File: src/fpu_ss_pkg.sv
// Single-precision subset only: no rounding modes, no status flags, full-word memory accesses
`default_nettype none

package fpu_ss_pkg;

  // --------------------------------------------------
  // Widths and sizes
  // --------------------------------------------------
  localparam int XLEN             = 32;
  localparam int NUM_FPR          = 32;
  localparam int REG_ADDR_W       = 5;
  localparam int ID_W             = 4;
  localparam int LOAD_QUEUE_DEPTH = 2;
  localparam int LQ_PTR_W         = (LOAD_QUEUE_DEPTH > 1) ? $clog2(LOAD_QUEUE_DEPTH) : 1;

  // RV32F major opcodes
  localparam logic [6:0] OPC_LOAD_FP  = 7'b0000111;
  localparam logic [6:0] OPC_STORE_FP = 7'b0100111;
  localparam logic [6:0] OPC_OP_FP    = 7'b1010011;

  // funct7 with fmt = S
  localparam logic [6:0] F7_SGNJ    = 7'b0010000;
  localparam logic [6:0] F7_FMV_X_W = 7'b1110000;
  localparam logic [6:0] F7_FMV_W_X = 7'b1111000;

  typedef enum logic [2:0] {
    OP_NONE,
    OP_SGNJ,
    OP_SGNJN,
    OP_SGNJX,
    OP_FMV_X_W,
    OP_FMV_W_X,
    OP_LOAD,
    OP_STORE
  } fpu_op_e;

  // --------------------------------------------------
  // Payload structs
  // --------------------------------------------------
  typedef struct packed {
    fpu_op_e               op;
    logic [REG_ADDR_W-1:0] rd;
    logic [REG_ADDR_W-1:0] rs1;
    logic [REG_ADDR_W-1:0] rs2;
    logic [XLEN-1:0]       imm;
    logic                  use_rs1;
    logic                  use_rs2;
    logic                  we_fp;
  } decoded_t;

  typedef struct packed {
    logic [XLEN-1:0]       instr;
    logic [1:0][XLEN-1:0]  rs;
    logic [ID_W-1:0]       id;
  } issue_req_t;

  typedef struct packed {
    logic accept;
  } issue_resp_t;

  typedef struct packed {
    fpu_op_e               op;
    logic [REG_ADDR_W-1:0] rd;
    logic [ID_W-1:0]       id;
    logic [1:0][XLEN-1:0]  operands;
  } exec_req_t;

  typedef struct packed {
    logic [REG_ADDR_W-1:0] addr;
    logic [XLEN-1:0]       data;
  } wb_req_t;

  typedef struct packed {
    logic [ID_W-1:0] id;
    logic [XLEN-1:0] addr;
    logic [XLEN-1:0] wdata;
    logic            we;
  } mem_req_t;

  typedef struct packed {
    logic [ID_W-1:0] id;
    logic [XLEN-1:0] rdata;
  } mem_result_t;

  typedef struct packed {
    logic [ID_W-1:0]       id;
    logic [REG_ADDR_W-1:0] rd;
    logic [XLEN-1:0]       data;
  } result_t;

endpackage

`default_nettype wire

File: src/fpu_ss_wb_arbiter.sv
// Fixed priority with the LSU on top; the execution unit may wait indefinitely under load traffic
`timescale 1ns/1ps
`default_nettype none

module fpu_ss_wb_arbiter (
  input  logic                lsu_valid_i,
  input  fpu_ss_pkg::wb_req_t lsu_req_i,
  input  logic                exec_valid_i,
  input  fpu_ss_pkg::wb_req_t exec_req_i,
  output logic                exec_grant_o,
  output logic                wb_valid_o,
  output fpu_ss_pkg::wb_req_t wb_req_o
);

  // Memory results cannot be held back
  assign exec_grant_o = exec_valid_i & ~lsu_valid_i;
  assign wb_valid_o   = lsu_valid_i | exec_valid_i;
  assign wb_req_o     = lsu_valid_i ? lsu_req_i : exec_req_i;

endmodule

`default_nettype wire

File: src/fpu_ss_regfile.sv
// Flop-based FP registers with asynchronous read; one write per cycle
`timescale 1ns/1ps
`default_nettype none

module fpu_ss_regfile (
  input  logic                              clk_i,
  input  logic                              arst_n_i,
  input  logic [fpu_ss_pkg::REG_ADDR_W-1:0] raddr_a_i,
  input  logic [fpu_ss_pkg::REG_ADDR_W-1:0] raddr_b_i,
  output logic [fpu_ss_pkg::XLEN-1:0]       rdata_a_o,
  output logic [fpu_ss_pkg::XLEN-1:0]       rdata_b_o,
  input  logic                              wb_valid_i,
  input  fpu_ss_pkg::wb_req_t               wb_req_i
);

  import fpu_ss_pkg::*;

  logic [NUM_FPR-1:0][XLEN-1:0] regs_q;

  assign rdata_a_o = regs_q[raddr_a_i];
  assign rdata_b_o = regs_q[raddr_b_i];

  always_ff @(posedge clk_i or negedge arst_n_i) begin
    if (!arst_n_i) begin
      regs_q <= '0;
    end else if (wb_valid_i) begin
      regs_q[wb_req_i.addr] <= wb_req_i.data;
    end
  end

endmodule

`default_nettype wire

File: src/fpu_ss_decoder.sv
// Decodes only flw/fsw, fsgnj*.s and fmv between X and F; everything else is rejected
`timescale 1ns/1ps
`default_nettype none

module fpu_ss_decoder (
  input  logic [fpu_ss_pkg::XLEN-1:0] instr_i,
  output fpu_ss_pkg::decoded_t        decoded_o,
  output logic                        accept_o
);

  import fpu_ss_pkg::*;

  logic [6:0] opcode;
  logic [2:0] funct3;
  logic [6:0] funct7;

  assign opcode = instr_i[6:0];
  assign funct3 = instr_i[14:12];
  assign funct7 = instr_i[31:25];

  always_comb begin
    decoded_o     = '0;
    decoded_o.op  = OP_NONE;
    decoded_o.rd  = instr_i[11:7];
    decoded_o.rs1 = instr_i[19:15];
    decoded_o.rs2 = instr_i[24:20];

    case (opcode)
      OPC_LOAD_FP: begin
        // Word width only
        if (funct3 == 3'b010) begin
          decoded_o.op    = OP_LOAD;
          decoded_o.imm   = {{(XLEN-12){instr_i[31]}}, instr_i[31:20]};
          decoded_o.we_fp = 1'b1;
        end
      end
      OPC_STORE_FP: begin
        if (funct3 == 3'b010) begin
          decoded_o.op      = OP_STORE;
          decoded_o.imm     = {{(XLEN-12){instr_i[31]}}, instr_i[31:25], instr_i[11:7]};
          decoded_o.use_rs2 = 1'b1;
        end
      end
      OPC_OP_FP: begin
        if (funct7 == F7_SGNJ && funct3 <= 3'b010) begin
          case (funct3)
            3'b000:  decoded_o.op = OP_SGNJ;
            3'b001:  decoded_o.op = OP_SGNJN;
            default: decoded_o.op = OP_SGNJX;
          endcase
          decoded_o.use_rs1 = 1'b1;
          decoded_o.use_rs2 = 1'b1;
          decoded_o.we_fp   = 1'b1;
        end else if (funct7 == F7_FMV_X_W && funct3 == 3'b000 && instr_i[24:20] == '0) begin
          decoded_o.op      = OP_FMV_X_W;
          decoded_o.use_rs1 = 1'b1;
        end else if (funct7 == F7_FMV_W_X && funct3 == 3'b000 && instr_i[24:20] == '0) begin
          // Source comes from the integer operand
          decoded_o.op    = OP_FMV_W_X;
          decoded_o.we_fp = 1'b1;
        end
      end
      default: ;
    endcase
  end

  assign accept_o = (decoded_o.op != OP_NONE);

endmodule

`default_nettype wire

File: src/fpu_ss_controller.sv
// Stalls issue on any busy FP source or destination; no forwarding, one issue per cycle
`timescale 1ns/1ps
`default_nettype none

module fpu_ss_controller (
  input  logic                                  clk_i,
  input  logic                                  arst_n_i,
  input  logic                                  issue_valid_i,
  output logic                                  issue_ready_o,
  input  fpu_ss_pkg::issue_req_t                issue_req_i,
  input  fpu_ss_pkg::decoded_t                  decoded_i,
  input  logic [1:0][fpu_ss_pkg::XLEN-1:0]      fpr_rdata_i,
  input  logic                                  exec_ready_i,
  input  logic                                  lsu_ready_i,
  output fpu_ss_pkg::exec_req_t                 exec_req_o,
  output logic                                  exec_valid_o,
  output logic                                  lsu_valid_o,
  input  logic                                  wb_en_i,
  input  logic [fpu_ss_pkg::REG_ADDR_W-1:0]     wb_addr_i
);

  import fpu_ss_pkg::*;

  logic [NUM_FPR-1:0] busy_q;
  logic               running_q;
  logic               to_exec;
  logic               to_lsu;
  logic               hazard;
  logic               unit_ready;
  logic               fire;

  // --------------------------------------------------
  // Target unit and scoreboard check
  // --------------------------------------------------
  assign to_exec = decoded_i.op inside {OP_SGNJ, OP_SGNJN, OP_SGNJX, OP_FMV_X_W, OP_FMV_W_X};
  assign to_lsu  = decoded_i.op inside {OP_LOAD, OP_STORE};

  assign hazard = (decoded_i.use_rs1 & busy_q[decoded_i.rs1])
                | (decoded_i.use_rs2 & busy_q[decoded_i.rs2])
                | (decoded_i.we_fp   & busy_q[decoded_i.rd]);

  assign unit_ready    = (~to_exec | exec_ready_i) & (~to_lsu | lsu_ready_i);
  assign issue_ready_o = running_q & ~hazard & unit_ready;

  assign fire         = issue_valid_i & issue_ready_o;
  assign exec_valid_o = fire & to_exec;
  assign lsu_valid_o  = fire & to_lsu;

  // Operand 0 is the FP rs1 or the integer rs1, operand 1 is always FP rs2
  always_comb begin
    exec_req_o.op          = decoded_i.op;
    exec_req_o.rd          = decoded_i.rd;
    exec_req_o.id          = issue_req_i.id;
    exec_req_o.operands[0] = decoded_i.use_rs1 ? fpr_rdata_i[0] : issue_req_i.rs[0];
    exec_req_o.operands[1] = fpr_rdata_i[1];
  end

  // --------------------------------------------------
  // Busy bits
  // --------------------------------------------------
  always_ff @(posedge clk_i or negedge arst_n_i) begin
    if (!arst_n_i) begin
      busy_q    <= '0;
      running_q <= 1'b0;
    end else begin
      running_q <= 1'b1;
      if (wb_en_i) begin
        busy_q[wb_addr_i] <= 1'b0;
      end
      // A busy rd blocks issue, so set and clear never hit the same register
      if (fire && decoded_i.we_fp) begin
        busy_q[decoded_i.rd] <= 1'b1;
      end
    end
  end

endmodule

`default_nettype wire

File: src/fpu_ss_sgnj_unit.sv
// Single-entry stage; takes a new operation only when empty, so issue to it is every other cycle
`timescale 1ns/1ps
`default_nettype none

module fpu_ss_sgnj_unit (
  input  logic                  clk_i,
  input  logic                  arst_n_i,
  input  logic                  req_valid_i,
  input  fpu_ss_pkg::exec_req_t req_i,
  output logic                  ready_o,
  output logic                  wb_valid_o,
  output fpu_ss_pkg::wb_req_t   wb_req_o,
  input  logic                  wb_grant_i,
  output logic                  result_valid_o,
  input  logic                  result_ready_i,
  output fpu_ss_pkg::result_t   result_o
);

  import fpu_ss_pkg::*;

  logic                  full_q;
  logic                  to_fpr_q;
  logic [REG_ADDR_W-1:0] rd_q;
  logic [ID_W-1:0]       id_q;
  logic [XLEN-1:0]       data_q;
  logic [XLEN-1:0]       res;
  logic [XLEN-1:0]       op_a;
  logic [XLEN-1:0]       op_b;
  logic                  drain;

  assign op_a = req_i.operands[0];
  assign op_b = req_i.operands[1];

  // Magnitude from rs1, sign by rule; moves pass the bits
  always_comb begin
    case (req_i.op)
      OP_SGNJ:  res = {op_b[XLEN-1], op_a[XLEN-2:0]};
      OP_SGNJN: res = {~op_b[XLEN-1], op_a[XLEN-2:0]};
      OP_SGNJX: res = {op_a[XLEN-1] ^ op_b[XLEN-1], op_a[XLEN-2:0]};
      default:  res = op_a;
    endcase
  end

  assign ready_o        = ~full_q;
  assign wb_valid_o     = full_q & to_fpr_q;
  assign result_valid_o = full_q & ~to_fpr_q;
  assign drain          = (wb_valid_o & wb_grant_i) | (result_valid_o & result_ready_i);

  assign wb_req_o.addr = rd_q;
  assign wb_req_o.data = data_q;
  assign result_o.id   = id_q;
  assign result_o.rd   = rd_q;
  assign result_o.data = data_q;

  always_ff @(posedge clk_i or negedge arst_n_i) begin
    if (!arst_n_i) begin
      full_q <= 1'b0;
    end else if (req_valid_i) begin
      full_q <= 1'b1;
    end else if (drain) begin
      full_q <= 1'b0;
    end
  end

  // Entry payload stays put while the entry waits
  always_ff @(posedge clk_i) begin
    if (req_valid_i) begin
      to_fpr_q <= (req_i.op != OP_FMV_X_W);
      rd_q     <= req_i.rd;
      id_q     <= req_i.id;
      data_q   <= res;
    end
  end

endmodule

`default_nettype wire

File: src/fpu_ss_lsu.sv
// Loads must return in request order; the memory result id is not checked
`timescale 1ns/1ps
`default_nettype none

module fpu_ss_lsu (
  input  logic                        clk_i,
  input  logic                        arst_n_i,
  input  logic                        req_valid_i,
  input  fpu_ss_pkg::exec_req_t       req_i,
  input  logic [fpu_ss_pkg::XLEN-1:0] imm_i,
  output logic                        ready_o,
  output logic                        mem_valid_o,
  input  logic                        mem_ready_i,
  output fpu_ss_pkg::mem_req_t        mem_req_o,
  input  logic                        mem_result_valid_i,
  input  fpu_ss_pkg::mem_result_t     mem_result_i,
  output logic                        wb_valid_o,
  output fpu_ss_pkg::wb_req_t         wb_req_o
);

  import fpu_ss_pkg::*;

  logic                                       req_full_q;
  mem_req_t                                   req_q;
  logic [REG_ADDR_W-1:0]                      req_rd_q;
  logic [LOAD_QUEUE_DEPTH-1:0][REG_ADDR_W-1:0] queue_q;
  logic [LQ_PTR_W-1:0]                        wr_ptr_q;
  logic [LQ_PTR_W-1:0]                        rd_ptr_q;
  logic [LQ_PTR_W:0]                          count_q;
  logic                                       mem_fire;
  logic                                       push;
  logic                                       pop;
  logic                                       queue_full;

  assign mem_fire   = req_full_q & mem_ready_i;
  assign push       = mem_fire & ~req_q.we;
  assign pop        = mem_result_valid_i;
  assign queue_full = (count_q == (LQ_PTR_W+1)'(LOAD_QUEUE_DEPTH));

  // Stores never need a queue slot
  assign ready_o = ~req_full_q & (~queue_full | (req_i.op == OP_STORE));

  assign mem_valid_o = req_full_q;
  assign mem_req_o   = req_q;

  // Memory result pairs with the oldest pending load
  assign wb_valid_o    = mem_result_valid_i;
  assign wb_req_o.addr = queue_q[rd_ptr_q];
  assign wb_req_o.data = mem_result_i.rdata;

  // --------------------------------------------------
  // Request register
  // --------------------------------------------------
  always_ff @(posedge clk_i or negedge arst_n_i) begin
    if (!arst_n_i) begin
      req_full_q <= 1'b0;
    end else if (req_valid_i) begin
      req_full_q <= 1'b1;
    end else if (mem_fire) begin
      req_full_q <= 1'b0;
    end
  end

  always_ff @(posedge clk_i) begin
    if (req_valid_i) begin
      req_q.id    <= req_i.id;
      req_q.addr  <= req_i.operands[0] + imm_i;
      req_q.wdata <= req_i.operands[1];
      req_q.we    <= (req_i.op == OP_STORE);
      req_rd_q    <= req_i.rd;
    end
  end

  // --------------------------------------------------
  // Pending-load queue
  // --------------------------------------------------
  always_ff @(posedge clk_i or negedge arst_n_i) begin
    if (!arst_n_i) begin
      wr_ptr_q <= '0;
      rd_ptr_q <= '0;
      count_q  <= '0;
    end else begin
      if (push) begin
        wr_ptr_q <= (wr_ptr_q == LQ_PTR_W'(LOAD_QUEUE_DEPTH-1)) ? '0 : wr_ptr_q + 1'b1;
      end
      if (pop) begin
        rd_ptr_q <= (rd_ptr_q == LQ_PTR_W'(LOAD_QUEUE_DEPTH-1)) ? '0 : rd_ptr_q + 1'b1;
      end
      case ({push, pop})
        2'b10:   count_q <= count_q + 1'b1;
        2'b01:   count_q <= count_q - 1'b1;
        default: ;
      endcase
    end
  end

  always_ff @(posedge clk_i) begin
    if (push) begin
      queue_q[wr_ptr_q] <= req_rd_q;
    end
  end

endmodule

`default_nettype wire

File: src/fpu_ss.sv
// In-order FP offload for flw/fsw, sign injection and fmv; no commit, no exceptions
`timescale 1ns/1ps
`default_nettype none

module fpu_ss (
  input  logic                     clk_i,
  input  logic                     arst_n_i,

  // Issue
  input  logic                     issue_valid_i,
  output logic                     issue_ready_o,
  input  fpu_ss_pkg::issue_req_t   issue_req_i,
  output fpu_ss_pkg::issue_resp_t  issue_resp_o,

  // Memory request
  output logic                     mem_valid_o,
  input  logic                     mem_ready_i,
  output fpu_ss_pkg::mem_req_t     mem_req_o,

  // Memory result
  input  logic                     mem_result_valid_i,
  input  fpu_ss_pkg::mem_result_t  mem_result_i,

  // Integer result
  output logic                     result_valid_o,
  input  logic                     result_ready_i,
  output fpu_ss_pkg::result_t      result_o
);

  import fpu_ss_pkg::*;

  decoded_t             decoded;
  logic [1:0][XLEN-1:0] fpr_rdata;

  // Dispatch towards the units
  exec_req_t            exec_req;
  logic                 exec_valid;
  logic                 exec_ready;
  logic                 lsu_valid;
  logic                 lsu_ready;

  // Write-back requests and the granted write
  logic                 sgnj_wb_valid;
  wb_req_t              sgnj_wb_req;
  logic                 sgnj_grant;
  logic                 lsu_wb_valid;
  wb_req_t              lsu_wb_req;
  logic                 wb_valid;
  wb_req_t              wb_req;

  fpu_ss_decoder u_decoder (
    .instr_i   (issue_req_i.instr),
    .decoded_o (decoded),
    .accept_o  (issue_resp_o.accept)
  );

  fpu_ss_controller u_controller (
    .clk_i         (clk_i),
    .arst_n_i      (arst_n_i),
    .issue_valid_i (issue_valid_i),
    .issue_ready_o (issue_ready_o),
    .issue_req_i   (issue_req_i),
    .decoded_i     (decoded),
    .fpr_rdata_i   (fpr_rdata),
    .exec_ready_i  (exec_ready),
    .lsu_ready_i   (lsu_ready),
    .exec_req_o    (exec_req),
    .exec_valid_o  (exec_valid),
    .lsu_valid_o   (lsu_valid),
    .wb_en_i       (wb_valid),
    .wb_addr_i     (wb_req.addr)
  );

  fpu_ss_regfile u_regfile (
    .clk_i      (clk_i),
    .arst_n_i   (arst_n_i),
    .raddr_a_i  (decoded.rs1),
    .raddr_b_i  (decoded.rs2),
    .rdata_a_o  (fpr_rdata[0]),
    .rdata_b_o  (fpr_rdata[1]),
    .wb_valid_i (wb_valid),
    .wb_req_i   (wb_req)
  );

  fpu_ss_sgnj_unit u_sgnj_unit (
    .clk_i          (clk_i),
    .arst_n_i       (arst_n_i),
    .req_valid_i    (exec_valid),
    .req_i          (exec_req),
    .ready_o        (exec_ready),
    .wb_valid_o     (sgnj_wb_valid),
    .wb_req_o       (sgnj_wb_req),
    .wb_grant_i     (sgnj_grant),
    .result_valid_o (result_valid_o),
    .result_ready_i (result_ready_i),
    .result_o       (result_o)
  );

  fpu_ss_lsu u_lsu (
    .clk_i              (clk_i),
    .arst_n_i           (arst_n_i),
    .req_valid_i        (lsu_valid),
    .req_i              (exec_req),
    .imm_i              (decoded.imm),
    .ready_o            (lsu_ready),
    .mem_valid_o        (mem_valid_o),
    .mem_ready_i        (mem_ready_i),
    .mem_req_o          (mem_req_o),
    .mem_result_valid_i (mem_result_valid_i),
    .mem_result_i       (mem_result_i),
    .wb_valid_o         (lsu_wb_valid),
    .wb_req_o           (lsu_wb_req)
  );

  fpu_ss_wb_arbiter u_wb_arbiter (
    .lsu_valid_i  (lsu_wb_valid),
    .lsu_req_i    (lsu_wb_req),
    .exec_valid_i (sgnj_wb_valid),
    .exec_req_i   (sgnj_wb_req),
    .exec_grant_o (sgnj_grant),
    .wb_valid_o   (wb_valid),
    .wb_req_o     (wb_req)
  );

endmodule

`default_nettype wire

File: config.mk
export PLATFORM = sky130hd
export DESIGN_NAME = fpu_ss
export DESIGN_NICKNAME = d
export VERILOG_FILES = /design/src/fpu_ss_pkg.sv /design/src/fpu_ss_wb_arbiter.sv /design/src/fpu_ss_regfile.sv /design/src/fpu_ss_decoder.sv /design/src/fpu_ss_controller.sv /design/src/fpu_ss_sgnj_unit.sv /design/src/fpu_ss_lsu.sv /design/src/fpu_ss.sv
export SDC_FILE = /design/constraint.sdc
export NUM_CORES = 2
export LEC_CHECK = 0
export BUFFER_PORTS_ARGS = -buffer_cell sky130_fd_sc_hd__buf_2
export CAP_MARGIN = 20
export CORE_MARGIN = 2
export CORE_UTILIZATION = 30
export CTS_BUF_LIST = sky130_fd_sc_hd__clkbuf_8
export DETAILED_ROUTE_END_ITERATION = 6
export SETUP_SLACK_MARGIN = 0.2
export SLEW_MARGIN = 10
export SYNTH_ARGS = -nofsm -noshare
export SYNTH_HDL_FRONTEND = slang
export SYNTH_SLANG_ARGS = --single-unit
export TNS_END_PERCENT = 10
File: constraint.sdc
create_clock -name clk_i -period 8.8 [get_ports clk_i]
set_input_delay 1.76 -clock clk_i [delete_from_list [all_inputs] [get_ports clk_i]]
set_output_delay 1.76 -clock clk_i [all_outputs]
set_load 0.05 [all_outputs]
==> reports/metrics.yaml <==
dieHeight_um: 453
cts_made_buffers: 194
post_cts.resized_instances: 0
static_leakage_nw: 27.6
signed_area_change_from_the_synthesized_netlist_to_the_final_layout_pct: 13.7
cellPowerDensity_nw_per_um2: 305
maxCapViolations: 0
drt_iter0_drc: 4931
grt_max_degree: 172
clock_transition_at_path_regs_ns: 0.06
io_pins: 256
yosys-top-cells-area: "dfrtp_1 (44%), mux4_2 (25%), a21oi_1 (9.0%)"
grt_use_total_pct: 19.1
synth.avg_cell_area_um2: 12.1
worst_setup_path_start_kind: "primary input"
ctsHtreeMaxLevel: 4
post-route-worst-setup-slack_ns: 2.11
timing.final.hold_violations: 0
route.layer.met1.wl_um: 80500
vias_per_cell: 5.57
timing.setup.tns_ns: 0
nets: 5248
worst_setup_path_end_kind: "register"
postRouteWirelength_um: 199000
floorplan.initialDensity_pct: 30.2
gp_congestion: 0.855
clock_insertion_delay_worst_skew_ns: 0.92
critical_path.max_fanout: 88
vdd_ir_drop_max_mv: 0.144
worst_hold_path_type: "register to register"
post_cts_buffers: 0
synthDominantCellAreaShare_pct: 44.0
finalSetupViolations: 0
clock_sink_count: 1189
detail-route-antenna-nets: 0
place.detailed.hpwl_um: 119000
max_layer_used: "met5"
max_clock_freq_mhz: 150
rows: 164
final_area_um2: 68800
dpl_cell_area_um2: 64700
clock_skew_ns: 0.0579
firstDrtPassIters: 6
die_area_um2: 205000
number_of_storage_elements_in_the_synthesis_netlist: 1189
status: "finished, final reports clean"
clk_root_buffer_cell: "clkbuf_8"
met3RoutedLength_um: 21300
dp_worst_setup_slack_ns: 1.27
cts_tree: "yes"
layout.cells.most_common_list: "nor2_1 (1,101), a21oi_1 (1,085), dfrtp_1 (1,063), mux4_2 (667), clkbuf_8 (242)"
slew_violations: 0
synthCells: 5016
vias: 44000
async_reset_ff_share_pct: 89.4
fin_crit_ns: 6.69
cts_max_path_buffers: 3
port-buffer-count: 219
synth_top_flop_cell: "dfrtp_1"
fin_crit_share_pct: 76.0
hold-worst-slack_ns: 0.450
critPathArrivalTime_ns: 7.36
critical_path_required_ns: 9.47
chipWidth_um: 453
slew_headroom_pct: 17.8
stdcell_count: 7893
actual_transition_at_the_worst_max_transition_pin_ns: 1.23
grt_antenna_before_repair: 8
critPathKind: "primary input to register"
final_common_cell: "nor2_1"
mappedNetlistNets: 5191
synth_area_leader_cell: "dfrtp_1"
dpl.cell_count: 7526
grt_pass1_vias: 42800
post_route_cells_drive_above_1_share_pct: 27.2
final_core_util_pct: 34.4
wl_met2_um: 92000
synth_enable_flop_cells: 126
drt-wirelength-per-cell_um: 25.2
synthesis.yosys.warnings: 0
synth_area_um2: 60500
post_cts_hold_buffer_count: 0
drc_errors: 0
grt_overflow_total: 0
sequential_share_of_the_synthesized_area_pct: 50.2
core_area_um2: 200000
yosysUniqueCellTypes: 62
finalPower_mw: 21.0
setup_repair_after_global_routing_missed_its_margin: "no"
grt_pass1_wl_um: 290000
[logic make-up (layout without fill, tap and decap cells)]
logic type      Yosys count  in the layout  share of synthesized area [%]
xor+xnor                 32             32                          0.463
mux                     777            777                           26.7
other cells               1              5                        0.00620
fa+ha+maj                33             33                          0.695
buf+inv                 534            751                           3.41
simple gates           1250           1250                           8.13
flops                  1189           1189                           50.2
compound gates         1200           1200                           10.3
[layout make-up]
cell class | count | area [um2]
Inverter | 38 | 143
Tap cell | 2656 | 3320
Multi-Input combinational cell | 3293 | 28500
Clock inverter | 114 | 551
Timing Repair Buffer | 357 | 2530
Fill cell | 19700 | 131000
Clock buffer | 242 | 3330
Antenna cell | 4 | 10.0
Sequential cell | 1189 | 30400
[worst max-delay path, cell delays in order]
cell and delay, ns:
buf_8 0.28, nor3_1 0.44, nand4b_1 0.24, a21oi_4 0.75
buf_4 0.29, nor2_1 0.06, a21oi_1 0.67, ha_1 0.41
a211oi_1 0.41, nor4_1 0.12, a211oi_1 0.40, a211oi_1 0.23
o41ai_1 0.54, o31ai_1 0.22, a211oi_1 0.25, o21bai_1 0.10
xor2_1 0.14
[flip-flops by register name, summed over array words and instances, names as in the netlist, 2 cells and up]
register / flops
u_regfile.regs_q: 1024
u_lsu.mem_req_o: 69
u_controller.busy_q: 32
u_sgnj_unit.data_q: 32
u_lsu.queue_q: 10
u_lsu.req_rd_q: 5
u_sgnj_unit.rd_q: 5
u_sgnj_unit.id_q: 4
u_lsu.count_q: 2
[where the power goes]
group	internal, mW	total, mW	switching (mW)
registers	7.99	9.78	1.78
clock network	2.51	4.85	2.34
logic	3.76	6.36	2.60
total	14.3	21.0	6.73
[final timing paths]
path	cells after the start	start	end	slack, ns
hold reg to reg	0	u_lsu.req_rd_q[3]	u_lsu.queue_q[8]	0.45
hold / removal	0	u_lsu.req_rd_q[3]	u_lsu.queue_q[8]	0.45
max in group asynchronous	3	arst_n_i	u_regfile.regs_q[366]	5.98
min in group asynchronous	1	arst_n_i	u_regfile.regs_q[992]	0.93
setup / recovery	17	issue_req_i[89]	u_lsu.mem_req_o[63]	2.11
setup reg to reg	15	u_regfile.regs_q[992]	u_lsu.mem_req_o[63]	3.48
[synth_stat cells (6+ instances only)]
cell,number
mux2_2,33
a211oi_1,10
o21ai_0,21
nand3_1,14
and3_1,6
clkbuf_1,361
dfrtp_1,1063
xor2_1,11
edfxtp_1,126
nor3_1,11
o21bai_1,7
nor2_1,1135
a21oi_1,1090
xnor2_1,21
mux2i_1,77
mux4_2,667
a21o_1,16
o22ai_1,19
ha_1,32
nand2_1,33
inv_1,38
and2_1,9
buf_1,96
a22o_1,16
buf_2,37
[per-layer routing]
metal,vias to the layer above,track usage [%]
li1,18600,-
met4,2,5.81
met1,22800,26.2
met5,-,0
met3,324,5.17
met2,2271,29.6
Note: power is estimated with default switching activity, not from simulation.
